## config.mk

```make
export PLATFORM = sky130hd
export DESIGN_NAME = periph_top
export DESIGN_NICKNAME = d
export VERILOG_FILES = /design/src/hw/periph_pkg.sv /design/src/hw/periph_bus.sv /design/src/hw/gpio_block.sv /design/src/hw/uart_tx.sv /design/src/hw/uart_rx.sv /design/src/hw/byte_regs.sv /design/src/hw/periph_top.sv
export SDC_FILE = /design/constraint.sdc
export NUM_CORES = 1
export LEC_CHECK = 0
export BUFFER_PORTS_ARGS = -buffer_cell sky130_fd_sc_hd__buf_2
export CAP_MARGIN = 40
export CORE_AREA = 4 4 122 124
export CTS_CLUSTER_DIAMETER = 120
export CTS_CLUSTER_SIZE = 16
export DETAILED_ROUTE_END_ITERATION = 8
export DIE_AREA = 0 0 126 128
export PLACE_DENSITY = 0.76
export SLEW_MARGIN = 5
export SYNTH_ARGS = -nofsm -noshare
export SYNTH_HDL_FRONTEND = slang
export SYNTH_SLANG_ARGS = --single-unit
```

## constraint.sdc

```tcl
create_clock -name clk -period 6.3 [get_ports clk]
set_clock_uncertainty 0.15 [all_clocks]
set_input_delay 0 -clock clk [delete_from_list [all_inputs] [get_ports clk]]
set_output_delay 0 -clock clk [all_outputs]
set_load 0.01 [all_outputs]
```

## src/hw/periph_pkg.sv

```systemverilog
// Peripheral bus definitions
package periph_pkg;

    // Bus widths with a meaning of their own
    typedef logic [10:0] addr_t;
    typedef logic [31:0] word_t;
    typedef logic [7:0]  byte_t;
    typedef logic [2:0]  func_sel_t;
    typedef logic [1:0]  irq_t;

    // Access size encoded like the active-low strobes
    typedef enum logic [1:0] {
        SIZE_BYTE = 2'b00,
        SIZE_HALF = 2'b01,
        SIZE_WORD = 2'b10,
        SIZE_NONE = 2'b11
    } size_e;

    // Output function codes for the pin selectors
    localparam func_sel_t FUNC_NONE      = 3'd0;
    localparam func_sel_t FUNC_GPIO      = 3'd1;
    localparam func_sel_t FUNC_UART_TX   = 3'd2;
    localparam func_sel_t FUNC_UART_RX   = 3'd3;
    localparam func_sel_t FUNC_BYTE_REGS = 3'd4;

    // User slots are 64 bytes and simple slots 16 bytes
    localparam logic [3:0] SLOT_GPIO        = 4'd1;
    localparam logic [3:0] SLOT_UART_TX     = 4'd2;
    localparam logic [3:0] SLOT_UART_RX     = 4'd3;
    localparam logic [3:0] SIMPLE_BYTE_REGS = 4'd0;

    // Request to one user peripheral with strobes already gated by its select
    typedef struct packed {
        logic [5:0] offset;
        word_t      wdata;
        logic       wr;
        logic       rd;
    } periph_req_t;

endpackage

```

## src/hw/periph_bus.sv

```systemverilog
// Peripheral bus control
`timescale 1ns/1ns

module periph_bus import periph_pkg::*; (
    input  logic        clk,
    input  logic        rst_n,
    input  addr_t       addr,
    input  word_t       wdata,
    input  size_e       write_n,
    input  size_e       read_n,
    input  logic        read_complete,
    output word_t       rdata,
    output logic        data_ready,
    output periph_req_t gpio_req,
    output periph_req_t tx_req,
    output periph_req_t rx_req,
    input  word_t       gpio_rdata,
    input  word_t       tx_rdata,
    input  word_t       rx_rdata,
    output logic [3:0]  simple_offset,
    output byte_t       simple_wdata,
    output logic        regs_wr,
    input  byte_t       regs_rdata
);

    logic        rd_active;
    logic        wr_active;
    logic        req_active;
    logic        last_req;
    logic        hold;
    logic        capture;
    logic        ready_q;
    word_t       rdata_q;
    word_t       mux_rdata;
    logic [15:0] user_sel;
    logic [15:0] simple_sel;

    function automatic periph_req_t make_req(input logic sel, input logic rd_strobe);
        periph_req_t r;
        r.offset = addr[5:0];
        r.wdata  = wdata;
        r.wr     = wr_active & sel;
        r.rd     = rd_strobe & sel;
        return r;
    endfunction

    assign rd_active  = (read_n != SIZE_NONE);
    assign wr_active  = (write_n != SIZE_NONE);
    assign req_active = rd_active | wr_active;

    // One-hot slot decode where bit 10 picks the simple region
    always_comb begin
        user_sel   = '0;
        simple_sel = '0;
        if (addr[10]) begin
            simple_sel[addr[7:4]] = 1'b1;
        end else begin
            user_sel[addr[9:6]] = 1'b1;
        end
    end

    // UART RX sees only the first cycle of a read so valid clears once
    always_comb begin
        gpio_req = make_req(user_sel[SLOT_GPIO], rd_active);
        tx_req   = make_req(user_sel[SLOT_UART_TX], rd_active);
        rx_req   = make_req(user_sel[SLOT_UART_RX], rd_active & ~last_req);
    end

    assign simple_offset = addr[3:0];
    assign simple_wdata  = wdata[7:0];
    assign regs_wr       = wr_active & simple_sel[SIMPLE_BYTE_REGS];

    // Empty slots read zero
    always_comb begin
        mux_rdata = '0;
        if (user_sel[SLOT_GPIO]) begin
            mux_rdata = gpio_rdata;
        end else if (user_sel[SLOT_UART_TX]) begin
            mux_rdata = tx_rdata;
        end else if (user_sel[SLOT_UART_RX]) begin
            mux_rdata = rx_rdata;
        end else if (simple_sel[SIMPLE_BYTE_REGS]) begin
            mux_rdata = {24'h0, regs_rdata};
        end
    end

    assign capture = rd_active & ~hold;

    always_ff @(posedge clk) begin
        if (!rst_n) begin
            hold     <= 1'b0;
            last_req <= 1'b0;
            ready_q  <= 1'b0;
        end else begin
            if (read_complete) begin
                hold <= 1'b0;
            end
            if (capture) begin
                hold <= 1'b1;
            end
            last_req <= req_active;
            // High on the third cycle of a request
            ready_q  <= last_req & req_active;
        end
    end

    // Captured read data is held until the core completes the read
    always_ff @(posedge clk) begin
        if (capture) begin
            rdata_q <= mux_rdata;
        end
    end

    assign rdata      = rdata_q;
    assign data_ready = ready_q;

endmodule

```

## src/hw/gpio_block.sv

```systemverilog
// GPIO and output function select
`timescale 1ns/1ns

module gpio_block import periph_pkg::*; (
    input  logic        clk,
    input  logic        rst_n,
    input  periph_req_t req,
    output word_t       rdata,
    input  byte_t       ui_in,
    input  byte_t       tx_out,
    input  byte_t       rx_out,
    input  byte_t       regs_out,
    output byte_t       uo_out
);

    byte_t     gpio_out;
    func_sel_t func_sel [8];
    logic      sel_hit;
    logic [2:0] sel_idx;

    // Selectors sit at 0x20 + 4n
    assign sel_hit = req.offset[5] & (req.offset[1:0] == 2'b00);
    assign sel_idx = req.offset[4:2];

    always_ff @(posedge clk) begin
        if (!rst_n) begin
            gpio_out <= '0;
        end else if (req.wr && req.offset == 6'h00) begin
            gpio_out <= req.wdata[7:0];
        end
    end

    always_ff @(posedge clk) begin
        if (!rst_n) begin
            for (int i = 0; i < 8; i++) begin
                func_sel[i] <= FUNC_GPIO;
            end
            // Pins 0 and 1 default to the UART lines
            func_sel[0] <= FUNC_UART_TX;
            func_sel[1] <= FUNC_UART_RX;
        end else if (req.wr && sel_hit) begin
            func_sel[sel_idx] <= req.wdata[2:0];
        end
    end

    always_comb begin
        rdata = '0;
        if (req.offset == 6'h00) begin
            rdata = {24'h0, gpio_out};
        end else if (req.offset == 6'h04) begin
            rdata = {24'h0, ui_in};
        end else if (sel_hit) begin
            rdata = {29'h0, func_sel[sel_idx]};
        end
    end

    // Each pin takes its own bit of the chosen source byte
    always_comb begin
        for (int n = 0; n < 8; n++) begin
            case (func_sel[n])
                FUNC_GPIO:      uo_out[n] = gpio_out[n];
                FUNC_UART_TX:   uo_out[n] = tx_out[n];
                FUNC_UART_RX:   uo_out[n] = rx_out[n];
                FUNC_BYTE_REGS: uo_out[n] = regs_out[n];
                default:        uo_out[n] = 1'b0;
            endcase
        end
    end

endmodule

```

## src/hw/uart_tx.sv

```systemverilog
// UART transmitter
`timescale 1ns/1ns

module uart_tx import periph_pkg::*; #(
    parameter int CLKS_PER_BIT = 16
) (
    input  logic        clk,
    input  logic        rst_n,
    input  periph_req_t req,
    output word_t       rdata,
    output byte_t       txd_out,
    output logic        irq
);

    localparam int CNT_W = $clog2(CLKS_PER_BIT);

    typedef enum logic [1:0] {
        TX_IDLE,
        TX_START,
        TX_DATA,
        TX_STOP
    } tx_state_e;

    tx_state_e         state;
    logic [CNT_W-1:0]  cnt;
    logic [2:0]        bit_idx;
    byte_t             data_q;
    logic              busy;
    logic              load;
    logic              bit_done;
    logic              txd;

    assign busy     = (state != TX_IDLE);
    assign load     = req.wr && (req.offset == 6'h00) && !busy;
    assign bit_done = (cnt == CNT_W'(CLKS_PER_BIT - 1));

    always_ff @(posedge clk) begin
        if (load) begin
            data_q <= req.wdata[7:0];
        end
    end

    always_ff @(posedge clk) begin
        if (!rst_n) begin
            state   <= TX_IDLE;
            cnt     <= '0;
            bit_idx <= '0;
        end else begin
            cnt <= bit_done ? '0 : cnt + 1'b1;
            case (state)
                TX_IDLE: begin
                    cnt <= '0;
                    if (load) begin
                        state <= TX_START;
                    end
                end
                TX_START: begin
                    bit_idx <= '0;
                    if (bit_done) begin
                        state <= TX_DATA;
                    end
                end
                TX_DATA: begin
                    if (bit_done) begin
                        bit_idx <= bit_idx + 1'b1;
                        if (bit_idx == 3'd7) begin
                            state <= TX_STOP;
                        end
                    end
                end
                TX_STOP: begin
                    if (bit_done) begin
                        state <= TX_IDLE;
                    end
                end
                default: state <= TX_IDLE;
            endcase
        end
    end

    // Line idles high and data goes out LSB first
    assign txd = (state == TX_START) ? 1'b0 :
                 (state == TX_DATA)  ? data_q[bit_idx] : 1'b1;

    assign rdata   = (req.offset == 6'h00) ? {24'h0, data_q} :
                     (req.offset == 6'h04) ? {31'h0, busy}   : '0;
    assign txd_out = {8{txd}};
    assign irq     = ~busy;

endmodule

```

## src/hw/uart_rx.sv

```systemverilog
// UART receiver
`timescale 1ns/1ns

module uart_rx import periph_pkg::*; #(
    parameter int CLKS_PER_BIT = 16
) (
    input  logic        clk,
    input  logic        rst_n,
    input  periph_req_t req,
    output word_t       rdata,
    input  logic        rxd,
    output byte_t       rts_out,
    output logic        irq
);

    localparam int CNT_W = $clog2(CLKS_PER_BIT);

    typedef enum logic [1:0] {
        RX_IDLE,
        RX_START,
        RX_DATA,
        RX_STOP
    } rx_state_e;

    rx_state_e        state;
    logic [1:0]       rx_sync;
    logic             rx_s;
    logic [CNT_W-1:0] cnt;
    logic [2:0]       bit_idx;
    byte_t            shift_q;
    byte_t            data_q;
    logic             valid;
    logic             store;
    logic             half_bit;
    logic             full_bit;

    assign rx_s     = rx_sync[1];
    assign half_bit = (cnt == CNT_W'(CLKS_PER_BIT / 2 - 1));
    assign full_bit = (cnt == CNT_W'(CLKS_PER_BIT - 1));
    assign store    = (state == RX_STOP) && full_bit && rx_s;

    always_ff @(posedge clk) begin
        if (!rst_n) begin
            rx_sync <= 2'b11;
            state   <= RX_IDLE;
            cnt     <= '0;
            bit_idx <= '0;
            valid   <= 1'b0;
        end else begin
            rx_sync <= {rx_sync[0], rxd};
            cnt     <= full_bit ? '0 : cnt + 1'b1;
            // A first-cycle read of the data register clears valid
            if (req.rd && req.offset == 6'h00) begin
                valid <= 1'b0;
            end
            case (state)
                RX_IDLE: begin
                    cnt <= '0;
                    if (!rx_s) begin
                        state <= RX_START;
                    end
                end
                RX_START: begin
                    // Recheck the start bit at mid-bit, then count from there
                    if (half_bit) begin
                        cnt     <= '0;
                        bit_idx <= '0;
                        state   <= rx_s ? RX_IDLE : RX_DATA;
                    end
                end
                RX_DATA: begin
                    if (full_bit) begin
                        bit_idx <= bit_idx + 1'b1;
                        if (bit_idx == 3'd7) begin
                            state <= RX_STOP;
                        end
                    end
                end
                RX_STOP: begin
                    if (full_bit) begin
                        valid <= valid | rx_s;
                        state <= RX_IDLE;
                    end
                end
                default: state <= RX_IDLE;
            endcase
        end
    end

    always_ff @(posedge clk) begin
        if (state == RX_DATA && full_bit) begin
            shift_q <= {rx_s, shift_q[7:1]};
        end
        if (store) begin
            data_q <= shift_q;
        end
    end

    assign rdata   = (req.offset == 6'h00) ? {24'h0, data_q} :
                     (req.offset == 6'h04) ? {31'h0, valid}  : '0;
    assign rts_out = {8{valid}};
    assign irq     = valid;

endmodule

```

## src/hw/byte_regs.sv

```systemverilog
// Simple byte register peripheral
`timescale 1ns/1ns

module byte_regs import periph_pkg::*; (
    input  logic       clk,
    input  logic       rst_n,
    input  logic [3:0] offset,
    input  byte_t      wdata,
    input  logic       wr,
    output byte_t      rdata,
    output byte_t      out_byte
);

    byte_t regs [4];
    logic  in_range;

    // Only offsets 0 to 3 hold registers
    assign in_range = (offset[3:2] == 2'b00);

    always_ff @(posedge clk) begin
        if (!rst_n) begin
            for (int i = 0; i < 4; i++) begin
                regs[i] <= '0;
            end
        end else if (wr && in_range) begin
            regs[offset[1:0]] <= wdata;
        end
    end

    assign rdata    = in_range ? regs[offset[1:0]] : '0;
    assign out_byte = regs[0];

endmodule

```

## src/hw/periph_top.sv

```systemverilog
// Peripheral subsystem top
`timescale 1ns/1ns

module periph_top import periph_pkg::*; #(
    parameter int CLKS_PER_BIT = 16
) (
    input  logic  clk,
    input  logic  rst_n,
    input  addr_t addr,
    input  word_t wdata,
    input  size_e write_n,
    input  size_e read_n,
    input  logic  read_complete,
    output word_t rdata,
    output logic  data_ready,
    input  byte_t ui_in,
    output byte_t uo_out,
    output irq_t  interrupts
);

    periph_req_t gpio_req;
    periph_req_t tx_req;
    periph_req_t rx_req;
    word_t       gpio_rdata;
    word_t       tx_rdata;
    word_t       rx_rdata;
    logic [3:0]  simple_offset;
    byte_t       simple_wdata;
    logic        regs_wr;
    byte_t       regs_rdata;
    byte_t       tx_out;
    byte_t       rx_out;
    byte_t       regs_out;
    logic        tx_irq;
    logic        rx_irq;

    periph_bus u_bus (
        .clk(clk), .rst_n(rst_n), .addr(addr), .wdata(wdata),
        .write_n(write_n), .read_n(read_n), .read_complete(read_complete),
        .rdata(rdata), .data_ready(data_ready),
        .gpio_req(gpio_req), .tx_req(tx_req), .rx_req(rx_req),
        .gpio_rdata(gpio_rdata), .tx_rdata(tx_rdata), .rx_rdata(rx_rdata),
        .simple_offset(simple_offset), .simple_wdata(simple_wdata),
        .regs_wr(regs_wr), .regs_rdata(regs_rdata)
    );

    gpio_block u_gpio (
        .clk(clk), .rst_n(rst_n), .req(gpio_req), .rdata(gpio_rdata), .ui_in(ui_in),
        .tx_out(tx_out), .rx_out(rx_out), .regs_out(regs_out), .uo_out(uo_out)
    );

    uart_tx #(.CLKS_PER_BIT(CLKS_PER_BIT)) u_uart_tx (
        .clk(clk), .rst_n(rst_n), .req(tx_req), .rdata(tx_rdata),
        .txd_out(tx_out), .irq(tx_irq)
    );

    // RX line comes in on pin 7
    uart_rx #(.CLKS_PER_BIT(CLKS_PER_BIT)) u_uart_rx (
        .clk(clk), .rst_n(rst_n), .req(rx_req), .rdata(rx_rdata),
        .rxd(ui_in[7]), .rts_out(rx_out), .irq(rx_irq)
    );

    byte_regs u_byte_regs (
        .clk(clk), .rst_n(rst_n), .offset(simple_offset), .wdata(simple_wdata),
        .wr(regs_wr), .rdata(regs_rdata), .out_byte(regs_out)
    );

    assign interrupts = {rx_irq, tx_irq};

endmodule

```

==> metrics, run 1 <==
Cells after Synth=between 500 and 600; DRT Pass-1 Iters=5; met3 WL post-DR=roughly 1400 µm; Distinct cells, synth=59; clock network power share=between 40% and 50%; top sig layer=met4; syn_area_per_cell=approximately 11 µm²; PortBufs=52; Final WS setup=approximately 3 ns; Die Y=128 µm; unrepaired setup endpoints after global routing=no; area share of the largest cell type after synthesis=43.1%; combinational power share=7.3%; root buf cell=clkbuf_16; Worst Path Max Fanout=13; Reg area=3280 µm²; initial antenna violation count=0; first-pass GRT wire length=about 24000 µm; hpwl dp=between 10000 and 15000 µm; crit path DAT=~3.3 ns; top cells by area, synth=edfxtp_1 (43%), dfxtp_1 (10%), mux4_2 (4.0%); antenna viol nets, final=0; Yosys top cell by area=edfxtp_1; pre-CTS WS=between 3 and 4 ns; Post-CTS Resized=0; Net Sw Frac=21.9%; drt wl/cell=19.1 µm; die area=16100 µm²; Sinks on Clock Net=120; total wire length=15200 µm; Rows=43; Internal Power=around 0.0016 W; RD Place Congestion=around 0.89; total gr overflow=0; worst slew pin tran=0.877 ns; CTS buffer count=17; fmax=just over 300 MHz; worst r2r path cells=5; crit path launch type=input port; Die Wd=126 µm; minimum clock period=between 3 and 4 ns; vias per inst=about 5.7; EDFF count, synth=88; Max-Cap Viols=0; Hold Path Cell Cnt=3; PwrDens=between 200 and 300 nW/µm²; most common cell after layout, fill and taps aside=edfxtp_1; largest net degree at the start of global routing=42; kind of critical path=in2reg; setup TNS=0 ns; Max IR drop VDD=around 0.00018 V; share of cells above drive strength 1=18.7%; detailed-route via count=4541; Clock Pin Slew Worst Setup and Hold Paths=0.05 ns; drt first-iter violations=about 440; core area=approximately 14000 µm²; Area Growth Syn to Fin=18.7%; Sequential Power Share=approximately 43%; post-synthesis sequential area ratio=53.5%; H-tree lvl count=4; Filler cells=roughly 1200; clock latency on the worst-skew pair=just over 0.4 ns; Clock Path Buffers=2; status=finished, final reports clean; fin nets=slightly below 700; synthesized flop and latch total=120; final setup vio count=0; Final Hold Viols=0; DRC=0; Async S/R FF share, synth=0%; vias in the first global route=between 4000 and 5000; synth warn=0; worst hold path type=in2reg; cell area after synthesis=approximately 6000 µm²; ys flop type=edfxtp_1; M1 WL=about 6200 µm; Crit. End Element=flip-flop; met2 WL post-DR=7270 µm; Leakage Power=between 2 and 3 nW; Rel. slew slack=between 40% and 50%; area of the multi-input gates=~2600 µm²; Max Slew Vio Count=0; NetSw=about 0.00046 W; Worst Path Required=about 6.3 ns; CTS tree=done; # IOs=101; ANT cells=0; period utilization=52.4%; GRT Total Usage=approximately a fifth; starting density of the core=between 40% and 50%; commonest cells after routing, fill and taps aside=edfxtp_1 (88), buf_2 (54), nand2_1 (38), dfxtp_1 (32), and2_1 (31)
-- sequential cells by signal (all words and copies together) (netlist names), 2 cells and up, named ones only --
| register | count |
|---|---|
| u_byte_regs.regs | 32 |
| u_gpio.func_sel | 24 |
| u_bus.rdata | 8 |
| u_gpio.gpio_out | 8 |
| u_uart_rx.data_q | 8 |
| u_uart_rx.shift_q | 8 |
| u_uart_tx.data_q | 8 |
| u_uart_rx.cnt | 4 |
| u_uart_tx.cnt | 4 |
| u_uart_rx.bit_idx | 3 |
| u_uart_tx.bit_idx | 3 |
| u_uart_rx.rx_sync | 2 |
| u_uart_tx.state | 2 |
-- cells by family (layout without fill, tap and decap cells) --
family | Yosys count | in the layout | synth area share (%)
compound gates | 96 | 96 | 10.7
xor+xnor | 4 | 4 | 0.571
fa+ha+maj | 15 | 15 | 3.06
buf+inv | 67 | 123 | 5.81
flops | 120 | 120 | 53.5
mux | 38 | 38 | 8.67
other cells | 1 | 24 | 0.0611
simple gates | 196 | 196 | 17.6
-- through the flow --
stage	instances	total power (W)	hold WS (ns)	utilization (%)	instance area (µm²)
after floorplan	560	0.00100	-0.0511	-	6220
after global placement	739	0.00104	0.111	46.5	6400
after detailed placement	741	0.00105	0.121	46.6	6410
after CTS	796	0.00209	0.0109	52.9	7280
after global routing	796	0.00215	0.0134	52.9	7280
final	796	0.00209	0.0258	52.9	7280
-- cells in the mapped netlist, types with 11 or more instances --
cell type,number
a21oi_1,20
and2_1,31
buf_4,27
clkbuf_1,23
dfxtp_1,32
edfxtp_1,88
ha_1,15
inv_1,13
mux2_2,11
mux2i_1,16
mux4_2,11
nand2_1,38
nor2_1,28
nor2b_1,18
nor3_1,23
o21ai_0,23
-- cell type report --
type                       count  area share, %
clock buffer                  18           5.90
timing repair buffer          78           6.98
multi-input combinational    373           35.4
clock inverter                14           2.82
inverter                      13          0.670
tap                          180           3.09
sequential                   120           45.1
-- critical path: stages --
cell,delay (ns)
dlygate4sd3_1,0.53
buf_2,0.20
or4_1,0.78
nor4b_4,0.65
nand2_2,0.16
o21ai_0,0.65
buf_2,0.29
-- worst paths after layout --
check                                       from                              endpoint  slack (ns)
min reg2reg      u_uart_rx.rx_sync[0]$_SDFF_PN1_       u_uart_rx.rx_sync[1]$_SDFF_PN1_        0.28
max reg2reg  u_gpio.func_sel[0][2]$_SDFFCE_PN0P_              u_bus.rdata[2]$_DFFE_PP_        4.10
max                                      addr[3]  u_byte_regs.regs[1][6]$_SDFFCE_PN0P_        3.00
min                                     ui_in[6]              u_bus.rdata[6]$_DFFE_PP_        0.03
-- repair_timing --
action                     4_1_cts  5_1_grt
buffers inserted                 0        0
setup endpoints to repair        0        0
hold endpoints to repair        73        0
hold buffers                    23        0
-- per-layer routing --
layer  track usage (%)  vias to the layer above
met5                 0                        -
met4              8.90                        0
met3              4.33                       33
met2              30.4                      240
met1              25.4                     2178
li1                  -                     2090
-- power groups by stage --
stage | sequential (W) | clock (W) | combinational, W
after floorplan | 0.000903 | 0 | 0.0000995
after global placement | 0.000907 | 0 | 0.000134
after detailed placement | 0.000908 | 0 | 0.000139
after CTS | 0.000893 | 0.00105 | 0.000151
after global routing | 0.000896 | 0.00109 | 0.000166
final | 0.000893 | 0.00104 | 0.000153
(Power assumes the default switching activity.)
==> run 2, diff against run 1 <==
--- a/config.mk
+++ b/config.mk
@@ -5,6 +5,7 @@
 export SDC_FILE = /design/constraint.sdc
 export NUM_CORES = 1
 export LEC_CHECK = 0
+export ABC_AREA = 1
 export BUFFER_PORTS_ARGS = -buffer_cell sky130_fd_sc_hd__buf_2
 export CAP_MARGIN = 40
 export CORE_AREA = 4 4 122 124
@@ -12,7 +13,7 @@
 export CTS_CLUSTER_SIZE = 16
 export DETAILED_ROUTE_END_ITERATION = 8
 export DIE_AREA = 0 0 126 128
-export PLACE_DENSITY = 0.76
+export PLACE_DENSITY = 0.79
 export SLEW_MARGIN = 5
 export SYNTH_ARGS = -nofsm -noshare
 export SYNTH_HDL_FRONTEND = slang
==> constraint.sdc (replaced) <==
create_clock -name clk -period 2.8 [get_ports clk]
set_clock_uncertainty 0.15 [all_clocks]
set_input_delay 0 -clock clk [delete_from_list [all_inputs] [get_ports clk]]
set_output_delay 0 -clock clk [all_outputs]
set_load 0.01 [all_outputs]
==> run 2 against run 1 <==
Cell count up 23%. Core utilization up 0.83 points. Flip-flop and latch count unchanged. Non-clock buffer count up 10. Register-to-register slack worse by 3.3 ns. Critical endpoint is now uo_out[4]. Total power up 120%. Clock power up 100%. Sequential share of layout area down 0.69 points. Cell area up 1.6%. First-iteration DRC count up 8.4%. Combinational power rose to 3.2 times the previous value.
==> metrics, run 2 <==
post-synthesis sequential area ratio=53.3% (-0.20 points); Max stage delay on crit path=0.48 ns (-0.30 ns); CTS tree=done; synthesized flop and latch total=120 (unchanged); hold path endpoint=u_bus.rdata[3]$_DFFE_PP_; Max-Cap Viols=0 (unchanged); top cells by area, synth=edfxtp_1 (43%), dfxtp_1 (10%), nand2_1 (7.2%); status=finished, final reports clean; Post-CTS Resized=0 (unchanged); Clock Pin Slew Worst Setup and Hold Paths=0.06 ns (about the same); Clock Path Buffers=2 (unchanged); count leader, synth=nand2_1; Power Total=0.00461 W (+120%); synth warn=0 (unchanged); Crit. End Element=primary output; Biggest register=u_byte_regs.regs; antenna viol nets, final=0 (unchanged); Hold Startpoint=addr[6]; CP cell instances=inv_1, nand2_1, nand3_1, nand3_1, nand3_1, nand2_1, inv_1, nand2_1, nand3_1, buf_2; GRT Total Usage=19.2% (-0.054 points); detailed-route via count=5146 (+13%); Max Slew Vio Count=0 (unchanged); fin nets=856 (+27%); crit path launch type=flip-flop; PortBufs=52 (unchanged); initial antenna violation count=0 (unchanged); Final Hold Viols=0 (unchanged); most common cell after layout, fill and taps aside=nand2_1; RD Place Congestion=0.884 (-0.86%); worst r2r path cells=5 (unchanged); cell area after synthesis=6160 µm² (+0.37%); clock latency on the worst-skew pair=0.42 ns (about the same); fmax=around 470 MHz; Largest register FFs=32 (unchanged); vias in the first global route=4892 (+9.4%); CP max stage cell=dfxtp_1; Worst Path Required=2.65 ns (-3.62 ns); PwrDens=623 nW/µm² (+120%); core area=13800 µm² (unchanged); commonest cells in the netlist=nand2_1 (118), edfxtp_1 (88), inv_1 (86), nor2_1 (86), nand3_1 (66); Die Wd=126 µm (unchanged); drt first-iter violations=478 (+8.4%); worst slew pin tran=0.746 ns (-0.131 ns); worst hold path type=in2reg; final setup vio count=0 (unchanged); # Post-CTS Setup Buffers=0 (unchanged); Hold Buf Count CTS=25 (+8.7%); reg2reg start=u_uart_rx.state[0]$_SDFFE_PN0P_; Yosys top cell by area=edfxtp_1; Async S/R FF share, synth=0% (unchanged); drt wl/cell=15.7 µm (-18%); starting density of the core=44.7% (+0.16 points); Cells after Synth=690 (+28%); Distinct cells, synth=37 (-37%); crit path DAT=1.98 ns (-1.29 ns); biggest regs=u_byte_regs.regs x32, u_gpio.func_sel x24; H-tree lvl count=4 (unchanged); vias per inst=5.27 (-7.6%); Rows=43 (unchanged); setup TNS=0 ns (unchanged); area share of the largest cell type after synthesis=42.9% (-0.16 points); root buf cell=clkbuf_16; total gr overflow=0 (unchanged); syn_area_per_cell=8.92 µm² (-22%); Worst Path Max Fanout=8 (-5); unrepaired setup endpoints after global routing=no; share of cells above drive strength 1=15.1% (-3.6 points); Die Y=128 µm (unchanged); commonest cells after routing, fill and taps aside=nand2_1 (118), edfxtp_1 (88), inv_1 (86), nor2_1 (86), nand3_1 (66); CTS buffer count=17 (unchanged); die area=16100 µm² (unchanged); fin area=7390 µm² (+1.6%); Hold Path Cell Cnt=4 (+1); Sinks on Clock Net=120 (unchanged); ANT cells=0 (unchanged); ys flop type=edfxtp_1; CP startpoint=u_uart_tx.bit_idx[0]$_SDFFE_PN0P_; DRC=0 (unchanged); DRT Pass-1 Iters=5 (unchanged); first-pass GRT wire length=24000 µm (+1.2%); placed instance area=6570 µm² (+2.3%); Rel. slew slack=50.1% (+8.7 points); kind of critical path=reg2out; Area Growth Syn to Fin=20.1%; period utilization=between 70 and 80%; RR Endpoint=u_uart_rx.irq$_SDFF_PN0_; total wire length=15400 µm (+0.82%); Leakage Power=3.16 nW (+21%); Max IR drop VDD=0.000404 V (+120%); hpwl dp=11100 µm (+2.5%); most used cell, CP=nand3_1; register-to-register setup slack=0.80 ns (-3.30 ns); largest net degree at the start of global routing=19 (-55%); minimum clock period=2.13 ns; EDFF count, synth=88 (unchanged); # IOs=101 (unchanged)
## run 2: cell types whose count changed after synthesis, moves of 18 or more
cell     change
nand4_1     +19
nor2_1      +58
nand3_1     +57
inv_1       +73
nand2_1     +80
o21ai_0     +25
and2_1      -31
nor2b_1     -18
## run 2: logic make-up (layout without fill, tap and decap cells)
logic type,Yosys count,count (layout),synth area share [%]
simple gates,336,336,25.8
flops,120,120,53.3
other cells,1,24,0.0609
buf+inv,125,208,9.39
fa+ha+maj,15,15,3.05
xor+xnor,1,1,0.142
compound gates,92,92,8.19
## run 2: cell type report
class	instances	area (µm²)
clock inverter	15	153
multi-input combinational	468	2380
clock buffer	17	425
tap	180	225
timing repair buffer	88	593
fill	1249	6380
sequential	120	3280
inverter	88	333
## run 2: power by group
| group | internal (W) | switching [W] | total (W) |
|---|---|---|---|
| combinational | 0.000166 | 0.000317 | 0.000482 |
| sequential | 0.00198 | 0.0000515 | 0.00203 |
| clock | 0.00130 | 0.000793 | 0.00210 |
| total | 0.00345 | 0.00116 | 0.00461 |
## run 2: stage by stage
| step | util, % | instances | worst slack [ns] | hold slack, ns |
|---|---|---|---|---|
| after floorplan | - | 713 | 0.791 | -0.0511 |
| after global placement | 47.7 | 919 | 0.739 | 0.100 |
| after detailed placement | 47.7 | 919 | 0.684 | 0.0983 |
| after CTS | 53.7 | 976 | 0.689 | 0.00331 |
| after global routing | 53.7 | 976 | 0.513 | 0.0651 |
| final | 53.7 | 976 | 0.675 | 0.0392 |
## run 2: critical path, delay by kind of cell, from the launching register on
family                 cells  cell delay (ns)
AND/OR/NAND/NOR            7             0.62
flip-flops                 1             0.48
buffers and inverters      3             0.46
## run 2: how the worst max path moves through the flow
stage	to	slack, ns
final	uo_out[4]	0.67
after global routing	uo_out[2]	0.51
after CTS	uo_out[4]	0.69
after detailed placement	u_gpio.func_sel[6][1]$_SDFFCE_PN0P_	0.68
after global placement	u_gpio.func_sel[0][1]$_SDFFCE_PN1P_	0.74
after floorplan	u_byte_regs.regs[3][0]$_DFFE_PP_	0.79
## run 2: metal layers
| layer | share of wire (%) | up-vias | track usage (%) | wire, µm |
|---|---|---|---|---|
| li1 | - | 2483 | - | - |
| met3 | 8.0 | 39 | 4.29 | 1230 |
| met1 | 41 | 2379 | 23.7 | 6240 |
| met2 | 48 | 245 | 32.3 | 7380 |
| met4 | 3.2 | 0 | 8.71 | 497 |
| met5 | 0 | - | 0 | 0 |
